[src/rtl/cpu_pkg.sv]
package cpu_pkg;

    localparam int WORD_SIZE = 16;

    // four architectural registers, addressed by two-bit fields
    localparam int REG_BITS = 2;
    localparam int NUM_REGS = 4;

    typedef enum logic [3:0] {
        OP_BNE   = 4'd0,
        OP_BEQ   = 4'd1,
        OP_ADI   = 4'd4,
        OP_LHI   = 4'd6,
        OP_LWD   = 4'd7,
        OP_SWD   = 4'd8,
        OP_JMP   = 4'd9,
        OP_RTYPE = 4'd15
    } opcode_e;

    // only meaningful when the opcode is OP_RTYPE
    typedef enum logic [5:0] {
        FN_ADD = 6'd0,
        FN_SUB = 6'd1,
        FN_AND = 6'd2,
        FN_ORR = 6'd3,
        FN_WWD = 6'd28,
        FN_HLT = 6'd29
    } func_e;

    typedef enum logic [1:0] {
        ALU_ADD,
        ALU_SUB,
        ALU_AND,
        ALU_OR
    } alu_op_e;

endpackage

[src/rtl/control_unit.sv]
module control_unit import cpu_pkg::*; (
    input  logic [WORD_SIZE-1:0] instr,
    output logic                 reg_dst,
    output logic                 reg_write,
    output logic                 mem_to_reg,
    output logic                 mem_read,
    output logic                 mem_write,
    output logic                 alu_src,
    output logic                 is_branch,
    output logic                 is_jump,
    output logic                 is_lhi,
    output logic                 is_wwd,
    output logic                 is_hlt,
    output logic                 use_rs,
    output logic                 use_rt
);

    opcode_e opcode;
    func_e   func;
    logic    known;

    assign opcode = opcode_e'(instr[15:12]);
    assign func   = func_e'(instr[5:0]);

    always_comb begin
        reg_dst    = 1'b0;
        reg_write  = 1'b0;
        mem_to_reg = 1'b0;
        mem_read   = 1'b0;
        mem_write  = 1'b0;
        alu_src    = 1'b0;
        is_branch  = 1'b0;
        is_jump    = 1'b0;
        is_lhi     = 1'b0;
        is_wwd     = 1'b0;
        is_hlt     = 1'b0;
        use_rs     = 1'b0;
        use_rt     = 1'b0;
        known      = 1'b1;
        case (opcode)
            OP_RTYPE: begin
                case (func)
                    FN_ADD, FN_SUB, FN_AND, FN_ORR: begin
                        reg_dst   = 1'b1;
                        reg_write = 1'b1;
                        use_rs    = 1'b1;
                        use_rt    = 1'b1;
                    end
                    FN_WWD: begin
                        is_wwd = 1'b1;
                        use_rs = 1'b1;
                    end
                    FN_HLT: is_hlt = 1'b1;
                    default: known = 1'b0;
                endcase
            end
            OP_ADI: begin
                reg_write = 1'b1;
                alu_src   = 1'b1;
                use_rs    = 1'b1;
            end
            OP_LHI: begin
                reg_write = 1'b1;
                is_lhi    = 1'b1;
            end
            OP_LWD: begin
                reg_write  = 1'b1;
                mem_to_reg = 1'b1;
                mem_read   = 1'b1;
                alu_src    = 1'b1;
                use_rs     = 1'b1;
            end
            OP_SWD: begin
                mem_write = 1'b1;
                alu_src   = 1'b1;
                use_rs    = 1'b1;
                use_rt    = 1'b1;
            end
            OP_BNE, OP_BEQ: begin
                is_branch = 1'b1;
                use_rs    = 1'b1;
                use_rt    = 1'b1;
            end
            OP_JMP: is_jump = 1'b1;
            default: known = 1'b0;
        endcase
    end

    // an undefined word flows down the pipe like a bubble
    always_comb begin
        if (!known) begin
            assert (!(reg_write || mem_write || mem_read || is_branch || is_jump
                      || is_wwd || is_hlt))
                else $error("undefined instruction %h decodes with side effects", instr);
        end
    end

endmodule

[src/rtl/register_file.sv]
module register_file import cpu_pkg::*; (
    input  logic                 Clk,
    input  logic                 arst_n,
    input  logic [REG_BITS-1:0]  rs,
    input  logic [REG_BITS-1:0]  rt,
    input  logic [REG_BITS-1:0]  wr_addr,
    input  logic [WORD_SIZE-1:0] wr_data,
    input  logic                 wr_en,
    output logic [WORD_SIZE-1:0] rs_data,
    output logic [WORD_SIZE-1:0] rt_data
);

    logic [WORD_SIZE-1:0] regs [NUM_REGS];

    always_ff @(posedge Clk or negedge arst_n) begin
        if (!arst_n) begin
            for (int i = 0; i < NUM_REGS; i++) begin
                regs[i] <= '0;
            end
        end else if (wr_en) begin
            regs[wr_addr] <= wr_data;
        end
    end

    // write-through, decode sees the value retiring this cycle
    assign rs_data = (wr_en && wr_addr == rs) ? wr_data : regs[rs];
    assign rt_data = (wr_en && wr_addr == rt) ? wr_data : regs[rt];

endmodule

[src/rtl/alu.sv]
module alu import cpu_pkg::*; (
    input  opcode_e              opcode,
    input  func_e                func,
    input  logic [WORD_SIZE-1:0] a,
    input  logic [WORD_SIZE-1:0] b,
    output logic [WORD_SIZE-1:0] result,
    output logic                 bcond
);

    alu_op_e op;

    // address arithmetic for ADI, LWD and SWD falls to the add default
    always_comb begin
        case (opcode)
            OP_BNE, OP_BEQ: op = ALU_SUB;
            OP_RTYPE: begin
                case (func)
                    FN_SUB:  op = ALU_SUB;
                    FN_AND:  op = ALU_AND;
                    FN_ORR:  op = ALU_OR;
                    default: op = ALU_ADD;
                endcase
            end
            default: op = ALU_ADD;
        endcase
    end

    always_comb begin
        case (op)
            ALU_SUB: result = a - b;
            ALU_AND: result = a & b;
            ALU_OR:  result = a | b;
            default: result = a + b;
        endcase
    end

    // branches compare through the subtractor
    always_comb begin
        case (opcode)
            OP_BNE:  bcond = (result != '0);
            OP_BEQ:  bcond = (result == '0);
            default: bcond = 1'b0;
        endcase
    end

endmodule

[src/rtl/hazard_forward.sv]
module hazard_forward import cpu_pkg::*; (
    input  logic [REG_BITS-1:0] ex_rs,
    input  logic [REG_BITS-1:0] ex_rt,
    input  logic [REG_BITS-1:0] mem_rd,
    input  logic                mem_reg_write,
    input  logic [REG_BITS-1:0] wb_rd,
    input  logic                wb_reg_write,
    input  logic [REG_BITS-1:0] id_rs,
    input  logic [REG_BITS-1:0] id_rt,
    input  logic                id_use_rs,
    input  logic                id_use_rt,
    input  logic                ex_mem_read,
    input  logic [REG_BITS-1:0] ex_rd,
    output logic [1:0]          fwd_a,
    output logic [1:0]          fwd_b,
    output logic                stall
);

    // 01 takes EX/MEM, 10 takes MEM/WB, the younger result wins
    assign fwd_a = (mem_reg_write && mem_rd == ex_rs) ? 2'b01 :
                   (wb_reg_write && wb_rd == ex_rs)   ? 2'b10 : 2'b00;
    assign fwd_b = (mem_reg_write && mem_rd == ex_rt) ? 2'b01 :
                   (wb_reg_write && wb_rd == ex_rt)   ? 2'b10 : 2'b00;

    // load data only exists after MEM, so the consumer waits one cycle
    assign stall = ex_mem_read && ((id_use_rs && id_rs == ex_rd) ||
                                   (id_use_rt && id_rt == ex_rd));

endmodule

[src/rtl/datapath.sv]
module datapath import cpu_pkg::*; #(
    parameter int ADDR_BITS = 8
) (
    input  logic                 Clk,
    input  logic                 arst_n,
    input  logic                 start,
    output logic [ADDR_BITS-1:0] imem_addr,
    input  logic [WORD_SIZE-1:0] imem_data,
    output logic [WORD_SIZE-1:0] dmem_addr,
    output logic [WORD_SIZE-1:0] dmem_wdata,
    output logic                 dmem_we,
    output logic                 dmem_re,
    input  logic [WORD_SIZE-1:0] dmem_rdata,
    output logic                 wwd_valid,
    output logic [WORD_SIZE-1:0] wwd_data,
    output logic                 halted,
    output logic [WORD_SIZE-1:0] num_inst
);

    logic [ADDR_BITS-1:0] pc, next_pc, id_pc, ex_pc;
    logic                 running;

    logic                 id_valid;
    logic [WORD_SIZE-1:0] id_instr, id_rs_data, id_rt_data;
    logic [REG_BITS-1:0]  id_rs, id_rt, id_rd;
    logic reg_dst, reg_write, mem_to_reg, mem_read, mem_write, alu_src;
    logic is_branch, is_jump, is_lhi, is_wwd, is_hlt, use_rs, use_rt;
    logic stall, jump_taken;

    logic                 ex_valid;
    opcode_e              ex_opcode;
    func_e                ex_func;
    logic [REG_BITS-1:0]  ex_rs, ex_rt, ex_rd;
    logic [WORD_SIZE-1:0] ex_rs_data, ex_rt_data, ex_imm;
    logic ex_reg_write, ex_mem_to_reg, ex_mem_read, ex_mem_write, ex_alu_src;
    logic ex_is_branch, ex_is_lhi, ex_is_wwd, ex_is_hlt;
    logic [1:0]           fwd_a, fwd_b;
    logic [WORD_SIZE-1:0] op_a, op_b, alu_b, alu_result, ex_result;
    logic                 bcond, branch_taken;

    logic                 mem_valid, mem_reg_write, mem_mem_to_reg;
    logic                 mem_mem_read, mem_mem_write, mem_is_wwd, mem_is_hlt;
    logic [REG_BITS-1:0]  mem_rd;
    logic [WORD_SIZE-1:0] mem_result, mem_store;

    logic                 wb_valid, wb_reg_write, wb_mem_to_reg, wb_is_wwd, wb_is_hlt;
    logic                 halt_now;
    logic [REG_BITS-1:0]  wb_rd;
    logic [WORD_SIZE-1:0] wb_result, wb_load, wb_data;

    assign imem_addr = pc;

    assign id_rs      = id_instr[11:10];
    assign id_rt      = id_instr[9:8];
    assign id_rd      = reg_dst ? id_instr[7:6] : id_instr[9:8];
    // an older taken branch kills the jump sitting in decode
    assign jump_taken = id_valid && is_jump && !branch_taken;

    control_unit i_control_unit (
        .instr(id_instr), .reg_dst(reg_dst), .reg_write(reg_write),
        .mem_to_reg(mem_to_reg), .mem_read(mem_read), .mem_write(mem_write),
        .alu_src(alu_src), .is_branch(is_branch), .is_jump(is_jump), .is_lhi(is_lhi),
        .is_wwd(is_wwd), .is_hlt(is_hlt), .use_rs(use_rs), .use_rt(use_rt)
    );

    register_file i_register_file (
        .Clk(Clk), .arst_n(arst_n), .rs(id_rs), .rt(id_rt), .wr_addr(wb_rd),
        .wr_data(wb_data), .wr_en(wb_valid && wb_reg_write),
        .rs_data(id_rs_data), .rt_data(id_rt_data)
    );

    hazard_forward i_hazard_forward (
        .ex_rs(ex_rs), .ex_rt(ex_rt),
        .mem_rd(mem_rd), .mem_reg_write(mem_valid && mem_reg_write),
        .wb_rd(wb_rd), .wb_reg_write(wb_valid && wb_reg_write),
        .id_rs(id_rs), .id_rt(id_rt),
        .id_use_rs(id_valid && use_rs), .id_use_rt(id_valid && use_rt),
        .ex_mem_read(ex_valid && ex_mem_read), .ex_rd(ex_rd),
        .fwd_a(fwd_a), .fwd_b(fwd_b), .stall(stall)
    );

    assign op_a  = (fwd_a == 2'b01) ? mem_result : (fwd_a == 2'b10) ? wb_data : ex_rs_data;
    assign op_b  = (fwd_b == 2'b01) ? mem_result : (fwd_b == 2'b10) ? wb_data : ex_rt_data;
    assign alu_b = ex_alu_src ? ex_imm : op_b;

    alu i_alu (
        .opcode(ex_opcode), .func(ex_func), .a(op_a), .b(alu_b),
        .result(alu_result), .bcond(bcond)
    );

    assign branch_taken = ex_valid && ex_is_branch && bcond;
    // LHI skips the ALU, WWD carries rs down to writeback
    assign ex_result = ex_is_lhi ? {ex_imm[7:0], 8'h00} : ex_is_wwd ? op_a : alu_result;

    always_comb begin
        if (stall) begin
            next_pc = pc;
        end else if (branch_taken) begin
            next_pc = ex_pc + ADDR_BITS'(1) + ADDR_BITS'(ex_imm);
        end else if (jump_taken) begin
            next_pc = ADDR_BITS'(id_instr[11:0]);
        end else begin
            next_pc = pc + ADDR_BITS'(1);
        end
    end

    assign halt_now   = wb_valid && wb_is_hlt;
    assign dmem_addr  = mem_result;
    assign dmem_wdata = mem_store;
    // a store younger than the retiring HLT must not land
    assign dmem_we    = mem_valid && mem_mem_write && !halt_now;
    assign dmem_re    = mem_valid && mem_mem_read;
    assign wb_data    = wb_mem_to_reg ? wb_load : wb_result;

    always_ff @(posedge Clk or negedge arst_n) begin
        if (!arst_n) begin
            pc        <= '0;
            running   <= 1'b0;
            halted    <= 1'b0;
            id_valid  <= 1'b0;
            ex_valid  <= 1'b0;
            mem_valid <= 1'b0;
            wb_valid  <= 1'b0;
            wwd_valid <= 1'b0;
            num_inst  <= '0;
        end else begin
            wwd_valid <= wb_valid && wb_is_wwd;
            if (wb_valid) begin
                num_inst <= num_inst + WORD_SIZE'(1);
            end
            if (halt_now) begin
                halted    <= 1'b1;
                running   <= 1'b0;
                id_valid  <= 1'b0;
                ex_valid  <= 1'b0;
                mem_valid <= 1'b0;
                wb_valid  <= 1'b0;
            end else begin
                if (start && !running && !halted) begin
                    running <= 1'b1;
                    pc      <= '0;
                end else if (running) begin
                    pc <= next_pc;
                end
                if (!stall) begin
                    id_valid <= running && !branch_taken && !jump_taken;
                end
                ex_valid  <= id_valid && !stall && !branch_taken;
                mem_valid <= ex_valid;
                wb_valid  <= mem_valid;
            end
        end
    end

    // stage contents, only meaningful while the valid bit is set
    always_ff @(posedge Clk) begin
        if (!stall) begin
            id_instr <= imem_data;
            id_pc    <= pc;
        end
        ex_opcode     <= opcode_e'(id_instr[15:12]);
        ex_func       <= func_e'(id_instr[5:0]);
        ex_pc         <= id_pc;
        ex_rs         <= id_rs;
        ex_rt         <= id_rt;
        ex_rd         <= id_rd;
        ex_rs_data    <= id_rs_data;
        ex_rt_data    <= id_rt_data;
        ex_imm        <= {{8{id_instr[7]}}, id_instr[7:0]};
        ex_reg_write  <= reg_write;
        ex_mem_to_reg <= mem_to_reg;
        ex_mem_read   <= mem_read;
        ex_mem_write  <= mem_write;
        ex_alu_src    <= alu_src;
        ex_is_branch  <= is_branch;
        ex_is_lhi     <= is_lhi;
        ex_is_wwd     <= is_wwd;
        ex_is_hlt     <= is_hlt;

        mem_result     <= ex_result;
        mem_store      <= op_b;
        mem_rd         <= ex_rd;
        mem_reg_write  <= ex_reg_write;
        mem_mem_to_reg <= ex_mem_to_reg;
        mem_mem_read   <= ex_mem_read;
        mem_mem_write  <= ex_mem_write;
        mem_is_wwd     <= ex_is_wwd;
        mem_is_hlt     <= ex_is_hlt;

        wb_result     <= mem_result;
        wb_load       <= dmem_rdata;
        wb_rd         <= mem_rd;
        wb_reg_write  <= mem_reg_write;
        wb_mem_to_reg <= mem_mem_to_reg;
        wb_is_wwd     <= mem_is_wwd;
        wb_is_hlt     <= mem_is_hlt;

        wwd_data <= wb_result;
    end

    // the stall bubble carries no load, so it cannot stall again
    assert property (@(posedge Clk) disable iff (!arst_n) stall |=> !stall);

    // nothing retires once the HLT has drained the pipe
    assert property (@(posedge Clk) disable iff (!arst_n) halted |-> !wwd_valid);

    // every memory write traces back to a live instruction in execute
    assert property (@(posedge Clk) disable iff (!arst_n) dmem_we |-> $past(ex_valid));

endmodule

[config.mk]
export PLATFORM = sky130hd
export DESIGN_NAME = datapath
export DESIGN_NICKNAME = d
export VERILOG_FILES = /design/src/rtl/cpu_pkg.sv /design/src/rtl/control_unit.sv /design/src/rtl/register_file.sv /design/src/rtl/alu.sv /design/src/rtl/hazard_forward.sv /design/src/rtl/datapath.sv
export SDC_FILE = /design/constraint.sdc
export NUM_CORES = 1
export LEC_CHECK = 0
export BUFFER_PORTS_ARGS = -buffer_cell sky130_fd_sc_hd__buf_2
export CORE_UTILIZATION = 60
export DETAILED_ROUTE_END_ITERATION = 6
export GPL_ROUTABILITY_DRIVEN = 0
export GPL_TIMING_DRIVEN = 1
export PLACE_DENSITY = 0.89
export SKIP_LAST_GASP = 1
export SLEW_MARGIN = 10
export SYNTH_ARGS = -nofsm -noshare
export SYNTH_HDL_FRONTEND = slang
export SYNTH_SLANG_ARGS = --single-unit
[constraint.sdc]
create_clock -name Clk -period 7.2 [get_ports Clk]
set_input_delay 1.08 -clock Clk [delete_from_list [all_inputs] [get_ports Clk]]
set_output_delay 1.08 -clock Clk [all_outputs]
set_load 0.02 [all_outputs]
# Word level (Yosys, flattened, before mapping)
# Cells that the tools add are included.
dict set report word_totals {
  register_bits 284
  latchBits 0
  ramBits 0
  rom_bits 0
  mem_count 0
}
dict set report classes {
  addsub 6
  mul 0
  div 0
  order_cmp 4
  n_eq_ne 34
  shifts 0
  muxes 54
  bitwise_logic 6
  reduce_logical 53
}
# op count
set ops {}
lappend ops {{16-bit 2-to-1 mux} 15}
lappend ops {{16-bit binary-select mux with 2-bit select} 2}
lappend ops {{64-bit bitwise mux} 1}
lappend ops {{16-bit case mux with 3 select lines} 1}
lappend ops {{8-bit 2-to-1 mux} 5}
lappend ops {{16-bit demux with 2-bit select} 1}
lappend ops {{1-bit logical AND} 30}
lappend ops {{6-bit by 2-bit == test with 1-bit output (second input constant)} 4}
lappend ops {{1-bit 2-to-1 mux} 18}
lappend ops {{16-bit by 1-bit adder with 16-bit output (second input constant)} 1}
lappend ops {{16-bit adder} 1}
lappend ops {{8-bit by 1-bit adder with 8-bit output (second input constant)} 2}
lappend ops {{16-bit AND} 1}
lappend ops {{2-bit == test} 8}
lappend ops {{4-bit == test (second input constant)} 4}
lappend ops {{16-bit zero test} 1}
lappend ops {{16-bit bitwise OR} 1}
lappend ops {{16-bit nonzero test} 1}
lappend ops {{16-bit subtractor} 1}
lappend ops {{4-bit by 3-bit == test with 1-bit output (second input constant)} 3}
lappend ops {{6-bit by 1-bit == test with 1-bit output (second input constant)} 2}
lappend ops {{6-bit by 5-bit == test with 1-bit output (second input constant)} 2}
lappend ops {{2-bit 2-to-1 mux} 5}
lappend ops {{5-bit OR reduction} 2}
lappend ops {{other kinds (21)} 45}

# Longest topological paths before layout
# Gate-level depths: netlist (run 1).
dict set report logic_depth {
  depth_word 20
  depth_mapped 30
  ltp_nobuf 27
}

# By module
# A second synthesis (run 1) with hierarchy kept.
dict set report unflattened {
  cells_unflattened 1169
  hier_area_um2 13222.7
}
# module n_inst cells_each area_each_um2 seq_area_each_um2
set by_module_without_submodules {}
lappend by_module_without_submodules {datapath 1 672 7499.7 4719.5}
lappend by_module_without_submodules {register_file 1 219 3776.1 1601.5}
lappend by_module_without_submodules {alu 1 226 1582.8 0.0}
lappend by_module_without_submodules {control_unit 1 29 190.2 0.0}
lappend by_module_without_submodules {hazard_forward 1 23 173.9 0.0}

# Worst setup path after synthesis (run 1)
# No wires, ideal clock.
dict set report synth_timing {
  kind {register to register}
  from {reg wb_rd[1]}
  to {reg pc[6] (netlist: imem_addr[6])}
  setup_time_ns 0.126
  arrival_time_ns 5.604
  path_slack_ns 1.470
  stages_incl_launch_ff 26
  path_buffers 2
  path_cell_list {dfxtp_1 > buf_4 > xor2_1 > nor3_1 > nand2_1 > o21ai_0 > o21ai_0 > nor2_1 > a21oi_1 > inv_1 > ha_1 > a21oi_1 > fa_1 > a21oi_1 > o211ai_1 > a31o_2 > a311o_1 > a21o_1 > a2111o_1 > o211ai_1 > or4b_4 > o31ai_2 > nor3b_4 > buf_6 > nor3_1 > a221o_1}
}
dict set report synth_via {
  elab_chain_cells 20
}
# item line_no
set synth_rtl {}
lappend synth_rtl {{from (decl)} datapath.sv:48} ;# logic [REG_BITS-1:0] wb_rd;
lappend synth_rtl {{from (signal assigned)} datapath.sv:192} ;# wb_rd <= mem_rd;
lappend synth_rtl {{2-bit == test (*)} hazard_forward.sv:23} ;# (wb_reg_write && wb_rd == ex_rt) ? 2'b10 : 2'b00;
lappend synth_rtl {{1-bit logical AND (*)} hazard_forward.sv:23}
lappend synth_rtl {{2-bit 2-to-1 mux (*)} hazard_forward.sv:23}
lappend synth_rtl {{2-bit 2-to-1 mux (*)} hazard_forward.sv:22} ;# assign fwd_b = (mem_reg_write && mem_rd == ex_rt) ? 2'b01 :
lappend synth_rtl {{2-bit == test} datapath.sv:83} ;# assign op_b = (fwd_b == 2'b01) ? mem_result : (fwd_b == 2'b10) ? wb_data : ex_rt_data;
lappend synth_rtl {{16-bit 2-to-1 mux} datapath.sv:83}
lappend synth_rtl {{16-bit 2-to-1 mux (*)} datapath.sv:83}
lappend synth_rtl {{named net op_b[0]} datapath.sv:38} ;# logic [WORD_SIZE-1:0] op_a, op_b, alu_b, alu_result, ex_result;
lappend synth_rtl {{[... 5 more ...]} --}
lappend synth_rtl {{1-bit logical AND (*)} datapath.sv:91} ;# assign branch_taken = ex_valid && ex_is_branch && bcond;
lappend synth_rtl {{1-bit zero test} datapath.sv:57} ;# assign jump_taken = id_valid && is_jump && !branch_taken;
lappend synth_rtl {{1-bit logical AND} datapath.sv:57}
lappend synth_rtl {{8-bit 2-to-1 mux} datapath.sv:100} ;# end else if (jump_taken) begin
lappend synth_rtl {{8-bit 2-to-1 mux (*)} datapath.sv:98} ;# end else if (branch_taken) begin
lappend synth_rtl {{8-bit 2-to-1 mux (*)} datapath.sv:96} ;# if (stall) begin
lappend synth_rtl {{8-bit 2-to-1 mux (*)} datapath.sv:142} ;# end else if (running) begin
lappend synth_rtl {{8-bit 2-to-1 mux (*)} datapath.sv:139} ;# if (start && !running && !halted) begin
lappend synth_rtl {{to (signal assigned)} datapath.sv:143} ;# pc <= next_pc;
lappend synth_rtl {{to (decl)} datapath.sv:20} ;# logic [ADDR_BITS-1:0] pc, next_pc, id_pc, ex_pc;
# The timed path passes the listed nets; every way through them passes the cells marked *. The select of a mux whose other input is x is not followed.
# A chain may end at the register's enable or synchronous reset.

# Worst setup path after layout (run 1)
dict set report layout_timing {
  from {reg wb_rd[0]}
  to {reg pc[7] (netlist: imem_addr[7])}
}
# The elaborated chain is that of the path after synthesis.

==> impl_metrics.py, run 1 <==
metrics = {
    "logic_synthesis": {
        "ys_warn_count": 0,
        "yosysSeqAreaShare_pct": 48.7,
        "synth-edff-count": 24,
        "synth_top_cell_area_share_pct": 24.7,
        "ys_async_sr_fraction_pct": 34.2,
        "synth_area_um2": 12900,
        "synth.distinct_cells": 87,
        "synth.net_count": 1311,
        "yosysTopAreaCell": "dfxtp_1",
        "synthFlopType": "dfxtp_1",
        "synthCells": 1247,
        "synth-seq-cells": 278,
        "synthTopCellsByArea": "dfxtp_1 (25%), dfrtp_1 (18%), edfxtp_1 (5.6%), mux4_2 (5.6%), o21ai_0 (4.8%)",
        "avgSynthCellArea_um2": 10.3,
        "synthTopCellsByCount": "dfxtp_1 (159), nand2_1 (159), o21ai_0 (123)",
    },
    "hold_path": {
        "holdPathStages": 0,
        "hold_path.class": "reg2reg",
    },
    "run": {
        "drv_cap": 0,
    },
    "layout": {
        "largest_register_ffs": 64,
        "top_register": "i_register_file.regs",
        "seq_area_um2": 6280,
        "nNetsFinal": 1396,
        "fillers": 1463,
        "diodes": 0,
        "syn_to_final_growth_pct": 12.7,
        "post_route_cells_drive_above_1_share_pct": 19.5,
        "stdcell_area_um2": 14500,
        "multiInputGateArea_um2": 6210,
    },
    "global_route": {
        "grt_overflow_total": 0,
        "grt.total_usage_pct": 32.4,
        "grt_pass1_vias": 10600,
        "antenna_found_initial": 0,
        "grt_max_degree": 66,
        "grt_pass1_wl_mm": 55.9,
    },
    "setup_path": {
        "path_max_fanout": 14,
        "timing_worst_setup_path_type": "reg2reg",
        "crit_required_ns": 7.60,
        "arrival_ns": 7.07,
        "crit_top_cell": "o21ai_0",
        "critPathLaunchType": "register",
        "worstSetupEndpointType": "register",
        "max_stage_delay_ns": 0.65,
        "worst_r2r_path_depth": 28,
        "critical-path-slowest-cell": "dfxtp_1",
    },
    "timing": {
        "max_freq_mhz": 150,
        "setup_viol": 0,
        "worstMarginPinSlew_ns": 1.21,
        "fin_skew_ns": 0.0173,
        "period_share_pct": 92.6,
        "period_needed_ns": 6.66,
        "finalWorstSetupSlack_ns": 0.536,
        "slew_violations": 0,
        "slew_headroom_pct": 18.9,
        "hold_viol": 0,
    },
    "clock_network": {
        "cts_buffers": 27,
        "cts_max_path_buffers": 3,
        "h-tree-depth": 1,
        "cts_tree": "yes",
        "root_buffer": "clkbuf_16",
        "clk_pin_slew_worst_paths_ns": 0.07,
        "numClockSinks": 278,
        "ctsHoldBuffers": 0,
        "clkLatencyLatePin_ns": 0.54,
    },
    "route": {
        "vias_per_cell": 6.60,
        "wl_per_cell_um": 21.5,
        "drt_iter0_markers": 1193,
        "first_pass_iters": 5,
        "vias": 10700,
        "routed_wirelength_mm": 34.9,
        "drt_drc_violations_left": 0,
        "antenna_left": 0,
    },
    "floorplanning": {
        "die_area_um2": 22100,
        "start_util_pct": 61.3,
        "die_y_um": 149,
        "io_pins": 111,
        "num_rows": 53,
        "dieWidth_um": 149,
        "core_area_um2": 21000,
    },
    "placed_design": {
        "dp_hpwl_mm": 23.7,
        "port_buffers": 110,
        "dpl_cell_area_um2": 13600,
        "dp_slack_ns": 0.287,
    },
    "power": {
        "power.density_nw_per_um2": 469,
        "leakagePower_nw": 6.11,
        "irDropWorstVdd_mv": 0.309,
    },
    "run_status": {
        "status": "completed",
    },
}
==> placed cells by master, fill, tap and decap left out, types with 6 or more instances in the layout <==
cell type,instances
nand2_1,159
dfxtp_1,158
o21ai_0,123
buf_2,109
dfrtp_1,95
nor2_1,74
a21oi_1,53
xnor2_1,46
mux4_2,32
a31oi_1,29
clkbuf_16,29
nand4_1,27
ha_1,27
edfxtp_1,24
mux2i_1,23
nor3_1,19
xor2_1,19
inv_1,18
nand3_1,17
a21o_1,17
buf_4,17
o31ai_1,13
nor4_1,13
and2_1,11
o31ai_2,10
and3_1,9
nor2b_1,9
nand2b_1,9
mux2_2,9
o21a_1,9
and4_1,8
a211oi_1,8
mux2i_2,6
o21ai_1,6
a221o_1,6
==> final timing paths <==
| check | startpoint | endpoint | slack (ns) |
|---|---|---|---|
| min | ex_is_hlt | mem_is_hlt | 0.33 |
| min in group asynchronous | arst_n | imem_addr[4] | 0.48 |
| max in group asynchronous | arst_n | i_register_file.regs[36] | 5.52 |
| min reg2reg | ex_is_hlt | mem_is_hlt | 0.33 |
| max | wb_rd[0] | imem_addr[7] | 0.54 |
| max reg2reg | wb_rd[0] | imem_addr[7] | 0.54 |
==> where the power goes <==
group	switching, W	total, W	internal [W]	leakage (nW)
Combinational	0.00165	0.00280	0.00116	2.89
Sequential	0.000438	0.00256	0.00212	2.77
Clock	0.000605	0.00145	0.000849	0.452
Total	0.00269	0.00682	0.00413	6.11
==> logic make-up after synthesis <==
logic type	share of synthesized area [%]
compound gates	16.3
xor+xnor	4.99
simple gates	14.0
buf+inv	3.37
flops	48.7
mux	9.30
fa+ha+maj	3.33
==> timing repair <==
action	CTS	global route
setup endpoints to repair	0	10
setup buffers	0	2
resized for setup	0	5
==> per-stage QoR <==
step	utilization, %	power [W]	setup TNS, ns	cells	hold slack [ns]
final	69.1	0.00682	0	1626	0.329
after global routing	69.1	0.00715	-0.00410	1626	0.336
after CTS	68.9	0.00675	0	1624	0.330
after detailed placement	64.5	0.00527	0	1576	0.315
after global placement	64.5	0.00514	0	1576	0.313
after floorplan	-	0.00442	0	1247	0.310
==> final cells by class <==
cell class	count	share of cell area, %
flip-flops and latches	278	43.2
repair buffers	128	4.91
clock inverters	10	0.723
inverters	19	0.491
well taps	275	2.37
multi-input cells	878	42.7
clock buffers	38	5.53
==> metal layers <==
layer | vias to the layer above | GRT usage (%) | share of wire [%]
li1 | 4702 | - | -
met4 | 0 | 16.2 | 5.5
met3 | 164 | 6.32 | 11
met1 | 5128 | 41.8 | 38
met2 | 731 | 52.3 | 46
met5 | - | 0 | 0
==> worst max-delay path, delay by kind of cell (launching register included) <==
family                   cells  cell delay (ns)
AO/OA/AOI/OAI               14             2.88
XOR/XNOR                     3             0.62
adder cells (fa/ha/maj)      2             0.55
buffers and inverters        3             0.41
flip-flops                   1             0.65
multiplexers                 1             0.34
AND/OR/NAND/NOR              5             1.06
Power figures use the tool's default switching activity.
==> inputs of run 2 (changes only) <==
CELL_PAD_IN_SITES_DETAIL_PLACEMENT = 0   (was not set)
CELL_PAD_IN_SITES_GLOBAL_PLACEMENT = 1   (was not set)
CORE_MARGIN = 3   (was not set)
CORE_UTILIZATION = 47   (was 60)
PLACE_DENSITY = 0.88   (was 0.89)
==> run 2 against run 1 <==
Net effect: critical endpoint unchanged; clock-buffer cell count fell by 1; non-clock buffer count rose by 8; critical path depth fell by 3; critical path type unchanged; register-to-register slack got worse by 0.02 ns; via count fell by 6.3%.
==> impl_metrics.py, run 2 (synthesis gave the netlist of run 1 again) <==
metrics = {
    "run_status": {
        "status": "completed",
    },
    "timing": {
        "period_needed_ns": 6.69,
        "max_freq_mhz": 150,
        "fin_setup_tns_ns": 0,
        "worstMarginPinSlew_ns": 1.17,
        "slew_headroom_pct": 21.8,
        "fin_skew_ns": 0.0118,
        "period_share_pct": 92.9,
        "slew_violations": 0,
        "setup_viol": 0,
        "hold_viol": 0,
    },
    "setup_path": {
        "arrival_ns": 7.09,
        "r2r_end": "imem_addr[7]",
        "worstSetupEndpointType": "register",
        "path_max_fanout": 16,
        "path_delay_family": "compound AO/OA/AOI/OAI gates",
        "timing_worst_setup_path_type": "reg2reg",
        "timing.rr.start": "mem_rd[0]",
        "crit_top_cell": "o21ai_0",
        "crit_required_ns": 7.61,
        "critical-path-slowest-cell": "xnor2_2",
        "path_buf_inv": 3,
        "worst_r2r_path_depth": 25,
        "r2r_slack_ns": 0.51,
        "critPathLaunchType": "register",
        "max_stage_delay_ns": 0.62,
    },
    "global_route": {
        "grt_overflow_total": 0,
        "grt_pass1_vias": 9758,
        "grt_pass1_wl_mm": 53.8,
        "grt_max_degree": 67,
        "antenna_found_initial": 0,
        "grt.total_usage_pct": 23.0,
    },
    "floorplanning": {
        "dieWidth_um": 172,
        "die_y_um": 172,
        "start_util_pct": 48.7,
        "die_area_um2": 29500,
        "num_rows": 59,
        "io_pins": 111,
        "core_area_um2": 26500,
    },
    "placed_design": {
        "port_buffers": 110,
        "place_inst": 1643,
        "dp_hpwl_mm": 24.0,
    },
    "layout": {
        "top_register": "i_register_file.regs",
        "largest_register_ffs": 64,
        "post_route_cells_drive_above_1_share_pct": 19.7,
        "nNetsFinal": 1406,
        "diodes": 0,
        "syn_to_final_growth_pct": 13.9,
        "layout_common_cells": "nand2_1 (159), dfxtp_1 (159), o21ai_0 (123)",
        "fin_cells": 1700,
        "fin_util_pct": 55.4,
    },
    "clock_network": {
        "clk_pin_slew_worst_paths_ns": 0.06,
        "clkLatencyLatePin_ns": 0.55,
        "cts_max_path_buffers": 3,
        "cts_buffers": 29,
        "root_buffer": "clkbuf_16",
        "numClockSinks": 278,
        "h-tree-depth": 1,
        "cts_tree": "yes",
    },
    "hold_path": {
        "hp-start": "mem_is_hlt",
        "hold_path.class": "reg2reg",
        "hold_end": "wb_is_hlt",
        "holdPathStages": 0,
    },
    "route": {
        "vias": 10000,
        "drt_iter0_markers": 922,
        "first_pass_iters": 6,
        "routed_wirelength_mm": 33.9,
        "vias_per_cell": 5.91,
        "wl_per_cell_um": 19.9,
        "antenna_left": 0,
        "drt_drc_violations_left": 0,
    },
    "power": {
        "power.density_nw_per_um2": 461,
        "p_total_w": 0.00677,
        "irDropWorstVdd_mv": 0.220,
        "leakagePower_nw": 6.16,
    },
    "run": {
        "drv_cap": 0,
    },
}
## run 2: changes by cell type in the layout (fill, tap and decap cells not counted), sizes merged
cell,previous run,this run
inv,20,21
clkbuf,38,37
clkinv,6,11
buf,128,136
bufinv,2,3
## run 2: where the power goes
group | total [W] | internal, W | leakage, nW | switching (W)
clock | 0.00147 | 0.000863 | 0.464 | 0.000610
combinational | 0.00277 | 0.00116 | 2.93 | 0.00161
sequential | 0.00253 | 0.00212 | 2.77 | 0.000407
## run 2: worst max path at each step
stage / startpoint / endpoint / slack [ns] / depth (start not counted)
5_1_grt: ex_rt[0] / imem_addr[7] / -0.002 / 25
3_5_place_dp: wb_rd[1] / imem_addr[6] / 0.37 / 25
3_3_place_gp: wb_rd[1] / imem_addr[4] / 0.54 / 26
4_1_cts: wb_rd[1] / imem_addr[5] / 0.32 / 25
2_1_floorplan: wb_rd[1] / imem_addr[6] / 1.47 / 25
6_report: mem_rd[0] / imem_addr[7] / 0.51 / 25
## run 2: routing by layer
metal | track usage (%) | wire length [um]
met5 | 0 | 0
met1 | 32.9 | 14900
met3 | 3.33 | 2470
met2 | 36.8 | 15600
met4 | 6.05 | 906
## run 2: final cells by class
class | count | area (um^2)
Fill cell | 2273 | 11800
Sequential cell | 278 | 6280
Multi-Input combinational cell | 878 | 6200
Timing Repair Buffer | 136 | 773
Clock buffer | 37 | 766
Tap cell | 335 | 419
Clock inverter | 17 | 176
Inverter | 19 | 71.3
## run 2: per-stage QoR
| stage | hold WS, ns | worst slack, ns | area [um^2] |
|---|---|---|---|
| after global placement | 0.312 | 0.545 | 13700 |
| after floorplan | 0.310 | 1.47 | 12900 |
| after detailed placement | 0.314 | 0.368 | 13700 |
| final | 0.328 | 0.513 | 14700 |
| after global routing | 0.340 | -0.00246 | 14700 |
| after CTS | 0.329 | 0.322 | 14600 |
## run 2: timing repair
item                       4_1_cts  5_1_grt
gates resized for setup          0        2
hold buffers                     0        0
buffers inserted                 0        3
setup endpoints to repair        0       10
==> inputs of run 3 (changes only) <==
CORE_UTILIZATION = 48   (was 47)
PLACE_DENSITY = 0.89   (was 0.88)
SYNTH_HIERARCHICAL = 1   (was not set)
==> run 3 against run 2 <==
Net effect: global-route usage shrank 1.6 points; clock skew grew 0.0028 ns; combinational power grew 7.6%; clock-buffer cell count grew 3; largest power group unchanged; highest routed layer unchanged.
==> impl_metrics.py, run 3 <==
metrics = {
    "run_status": {
        "status": "completed",
    },
    "layout": {
        "nNetsFinal": 1349,
        "diodes": 0,
        "syn_to_final_growth_pct": 15.0,
        "fillers": 2230,
        "fin_util_pct": 56.2,
        "layout_common_cells": "dfxtp_1 (161), mux2_2 (114), nand2_1 (112)",
        "stdcell_area_um2": 15200,
        "final_common_cell": "dfxtp_1",
        "post_route_cells_drive_above_1_share_pct": 29.2,
        "seq_area_um2": 6320,
        "top_register": "i_register_file/regs",
        "largest_register_ffs": 64,
        "multiInputGateArea_um2": 6460,
    },
    "setup_path": {
        "max_stage_delay_ns": 0.51,
        "path_max_fanout": 7,
        "crit_top_cell": "nand2_1",
        "crit_required_ns": 7.64,
        "timing_worst_setup_path_type": "reg2reg",
        "arrival_ns": 7.30,
        "worstSetupEndpointType": "register",
        "critical-path-slowest-cell": "or3b_2",
        "critPathLaunchType": "register",
    },
    "global_route": {
        "grt_overflow_total": 0,
        "grt_pass1_wl_mm": 50.4,
        "grt_max_degree": 69,
        "grt.total_usage_pct": 21.4,
        "grt.busiest_layer": "met2",
        "grt_use_met2_pct": 35.1,
        "met3_usage_pct": 3.02,
        "use_met1_pct": 29.6,
        "grt_pass1_vias": 9115,
        "antenna_found_initial": 0,
    },
    "logic_synthesis": {
        "synthCells": 1169,
        "yosysSeqAreaShare_pct": 47.8,
        "synth_area_um2": 13200,
        "synth_top_cell_area_share_pct": 24.4,
        "synth-seq-cells": 280,
        "synth.distinct_cells": 81,
        "synthFlopType": "dfxtp_1",
        "avgSynthCellArea_um2": 11.3,
        "synthTopCellsByCount": "dfxtp_1 (161), mux2_2 (114), nand2_1 (112)",
        "synthTopCellsByArea": "dfxtp_1 (24%), dfrtp_1 (18%), mux2_2 (9.7%), edfxtp_1 (5.5%), o21ai_0 (3.6%)",
        "ys_warn_count": 6,
        "ys_async_sr_fraction_pct": 33.9,
        "yosysTopAreaCell": "dfxtp_1",
        "synth.net_count": 1234,
        "yosysMostFrequentCell": "dfxtp_1",
        "synth-edff-count": 24,
    },
    "route": {
        "routed_wirelength_mm": 31.9,
        "first_pass_iters": 5,
        "antenna_left": 0,
        "drt_iter0_markers": 705,
        "wl_per_cell_um": 19.4,
        "drt_drc_violations_left": 0,
        "vias_per_cell": 5.59,
        "vias": 9210,
    },
    "timing": {
        "slew_headroom_pct": 31.9,
        "slew_violations": 0,
        "max_freq_mhz": 146,
        "fin_setup_tns_ns": 0,
        "fin_skew_ns": 0.0145,
        "period_share_pct": 95.2,
        "worstMarginPinSlew_ns": 1.02,
        "period_needed_ns": 6.86,
        "setup_viol": 0,
        "holdWs_ns": 0.326,
        "hold_viol": 0,
    },
    "clock_network": {
        "root_buffer": "clkbuf_16",
        "clk_pin_slew_worst_paths_ns": 0.06,
        "ctsHoldBuffers": 0,
        "numClockSinks": 280,
        "h-tree-depth": 1,
        "cts_max_path_buffers": 3,
        "cts_buffers": 29,
        "cts_tree": "yes",
        "clkLatencyLatePin_ns": 0.55,
    },
    "floorplanning": {
        "num_rows": 60,
        "start_util_pct": 48.9,
        "die_area_um2": 29600,
        "io_pins": 111,
        "die_y_um": 172,
        "dieWidth_um": 172,
        "core_area_um2": 27000,
    },
    "power": {
        "p_seq_share_pct": 36.3,
        "netSwitchingFraction_pct": 37.4,
        "power.density_nw_per_um2": 472,
        "combPwrFrac_pct": 41.6,
        "power.switching_w": 0.00268,
        "p_int_w": 0.00449,
        "p_total_w": 0.00717,
        "irDropWorstVdd_mv": 0.200,
        "pwr-share-clk_pct": 22.1,
        "leakagePower_nw": 6.55,
    },
    "run": {
        "drv_cap": 0,
    },
    "placed_design": {
        "dpl_cell_area_um2": 14000,
        "port_buffers": 110,
        "dp_hpwl_mm": 23.2,
    },
    "hold_path": {
        "hold_path.class": "reg2reg",
    },
}
==> run 3: cell types whose count changed in the layout (fill, tap and decap cells not counted), sizes merged, moves of 9 or more <==
cell	change
inv	+28
a31oi	-24
o31ai	-17
o21ai	-33
nor2	-36
xnor2	-9
nand4	-22
mux2	+125
nand2	-47
nor4	-15
==> run 3: per-stage QoR <==
| step | worst slack [ns] | cells |
|---|---|---|
| 2_1_floorplan | 0.631 | 1169 |
| 3_3_place_gp | 0.191 | 1587 |
| 3_5_place_dp | 0.120 | 1587 |
| 4_1_cts | 0.0674 | 1641 |
| 5_1_grt | -0.0279 | 1648 |
| 6_report | 0.344 | 1648 |
==> run 3: critical path: cells and delay by family, from the launching register on <==
family | cells | cell delay, ns
adder cells (fa/ha/maj) | 1 | 0.29
buffers and inverters | 2 | 0.29
flip-flops | 1 | 0.40
AND/OR/NAND/NOR | 14 | 3.05
multiplexers | 3 | 1.03
AO/OA/AOI/OAI | 7 | 1.48
XOR/XNOR | 1 | 0.18
==> run 3: path summary, 6_finish.rpt <==
path / to / slack, ns / cells after the start / startpoint
worst max-delay path: imem_addr[5] / 0.34 / 28 / mem_valid
worst min-delay path: mem_is_hlt / 0.33 / 0 / ex_is_hlt
worst max register to register: imem_addr[5] / 0.34 / 28 / mem_valid
worst min register to register: mem_is_hlt / 0.33 / 0 / ex_is_hlt
max in group asynchronous: imem_addr[5] / 5.51 / 2 / arst_n
min in group asynchronous: i_register_file/regs[62] / 0.44 / 1 / arst_n
==> run 3: power by group through the flow <==
stage	logic (W)	clock network, W	registers, W
global route	0.00329	0.00167	0.00266
detailed placement	0.00290	0	0.00261
global placement	0.00285	0	0.00259
CTS	0.00293	0.00161	0.00259
floorplan	0.00197	0	0.00266
finish	0.00298	0.00159	0.00260
==> run 3: final cells by class <==
class	count	area share (%)
Clock buffer	40	5.66
Inverter	46	1.14
Sequential cell	280	41.6
Timing Repair Buffer	140	5.14
Tap cell	341	2.81
Multi-Input combinational cell	787	42.5
Clock inverter	14	1.19
==> run 3: cell families (layout without fill, tap and decap cells) <==
kind of cell             count (synthesis)  after routing  synth area share [%]
multiplexers                           197            197                  20.2
adder cells (fa/ha/maj)                 41             41                  3.79
buffers and inverters                  102            240                  3.82
XOR/XNOR                                62             62                  4.16
AO/OA/AOI/OAI                          215            215                  9.68
AND/OR/NAND/NOR                        272            272                  10.5
flip-flops                             280            280                  47.8
==> run 3: layer usage <==
| layer | share of wire, % | vias up | wire (um) |
|---|---|---|---|
| met5 | 0 | - | 0 |
| met4 | 2.5 | 0 | 795 |
| met3 | 4.8 | 52 | 1530 |
| met2 | 47 | 218 | 15100 |
| met1 | 45 | 4518 | 14500 |
| li1 | - | 4422 | - |
==> run 3: timing repair <==
item	in CTS	in global routing
setup buffers	0	7
gates resized for setup	0	15
endpoints found under the setup margin	0	9
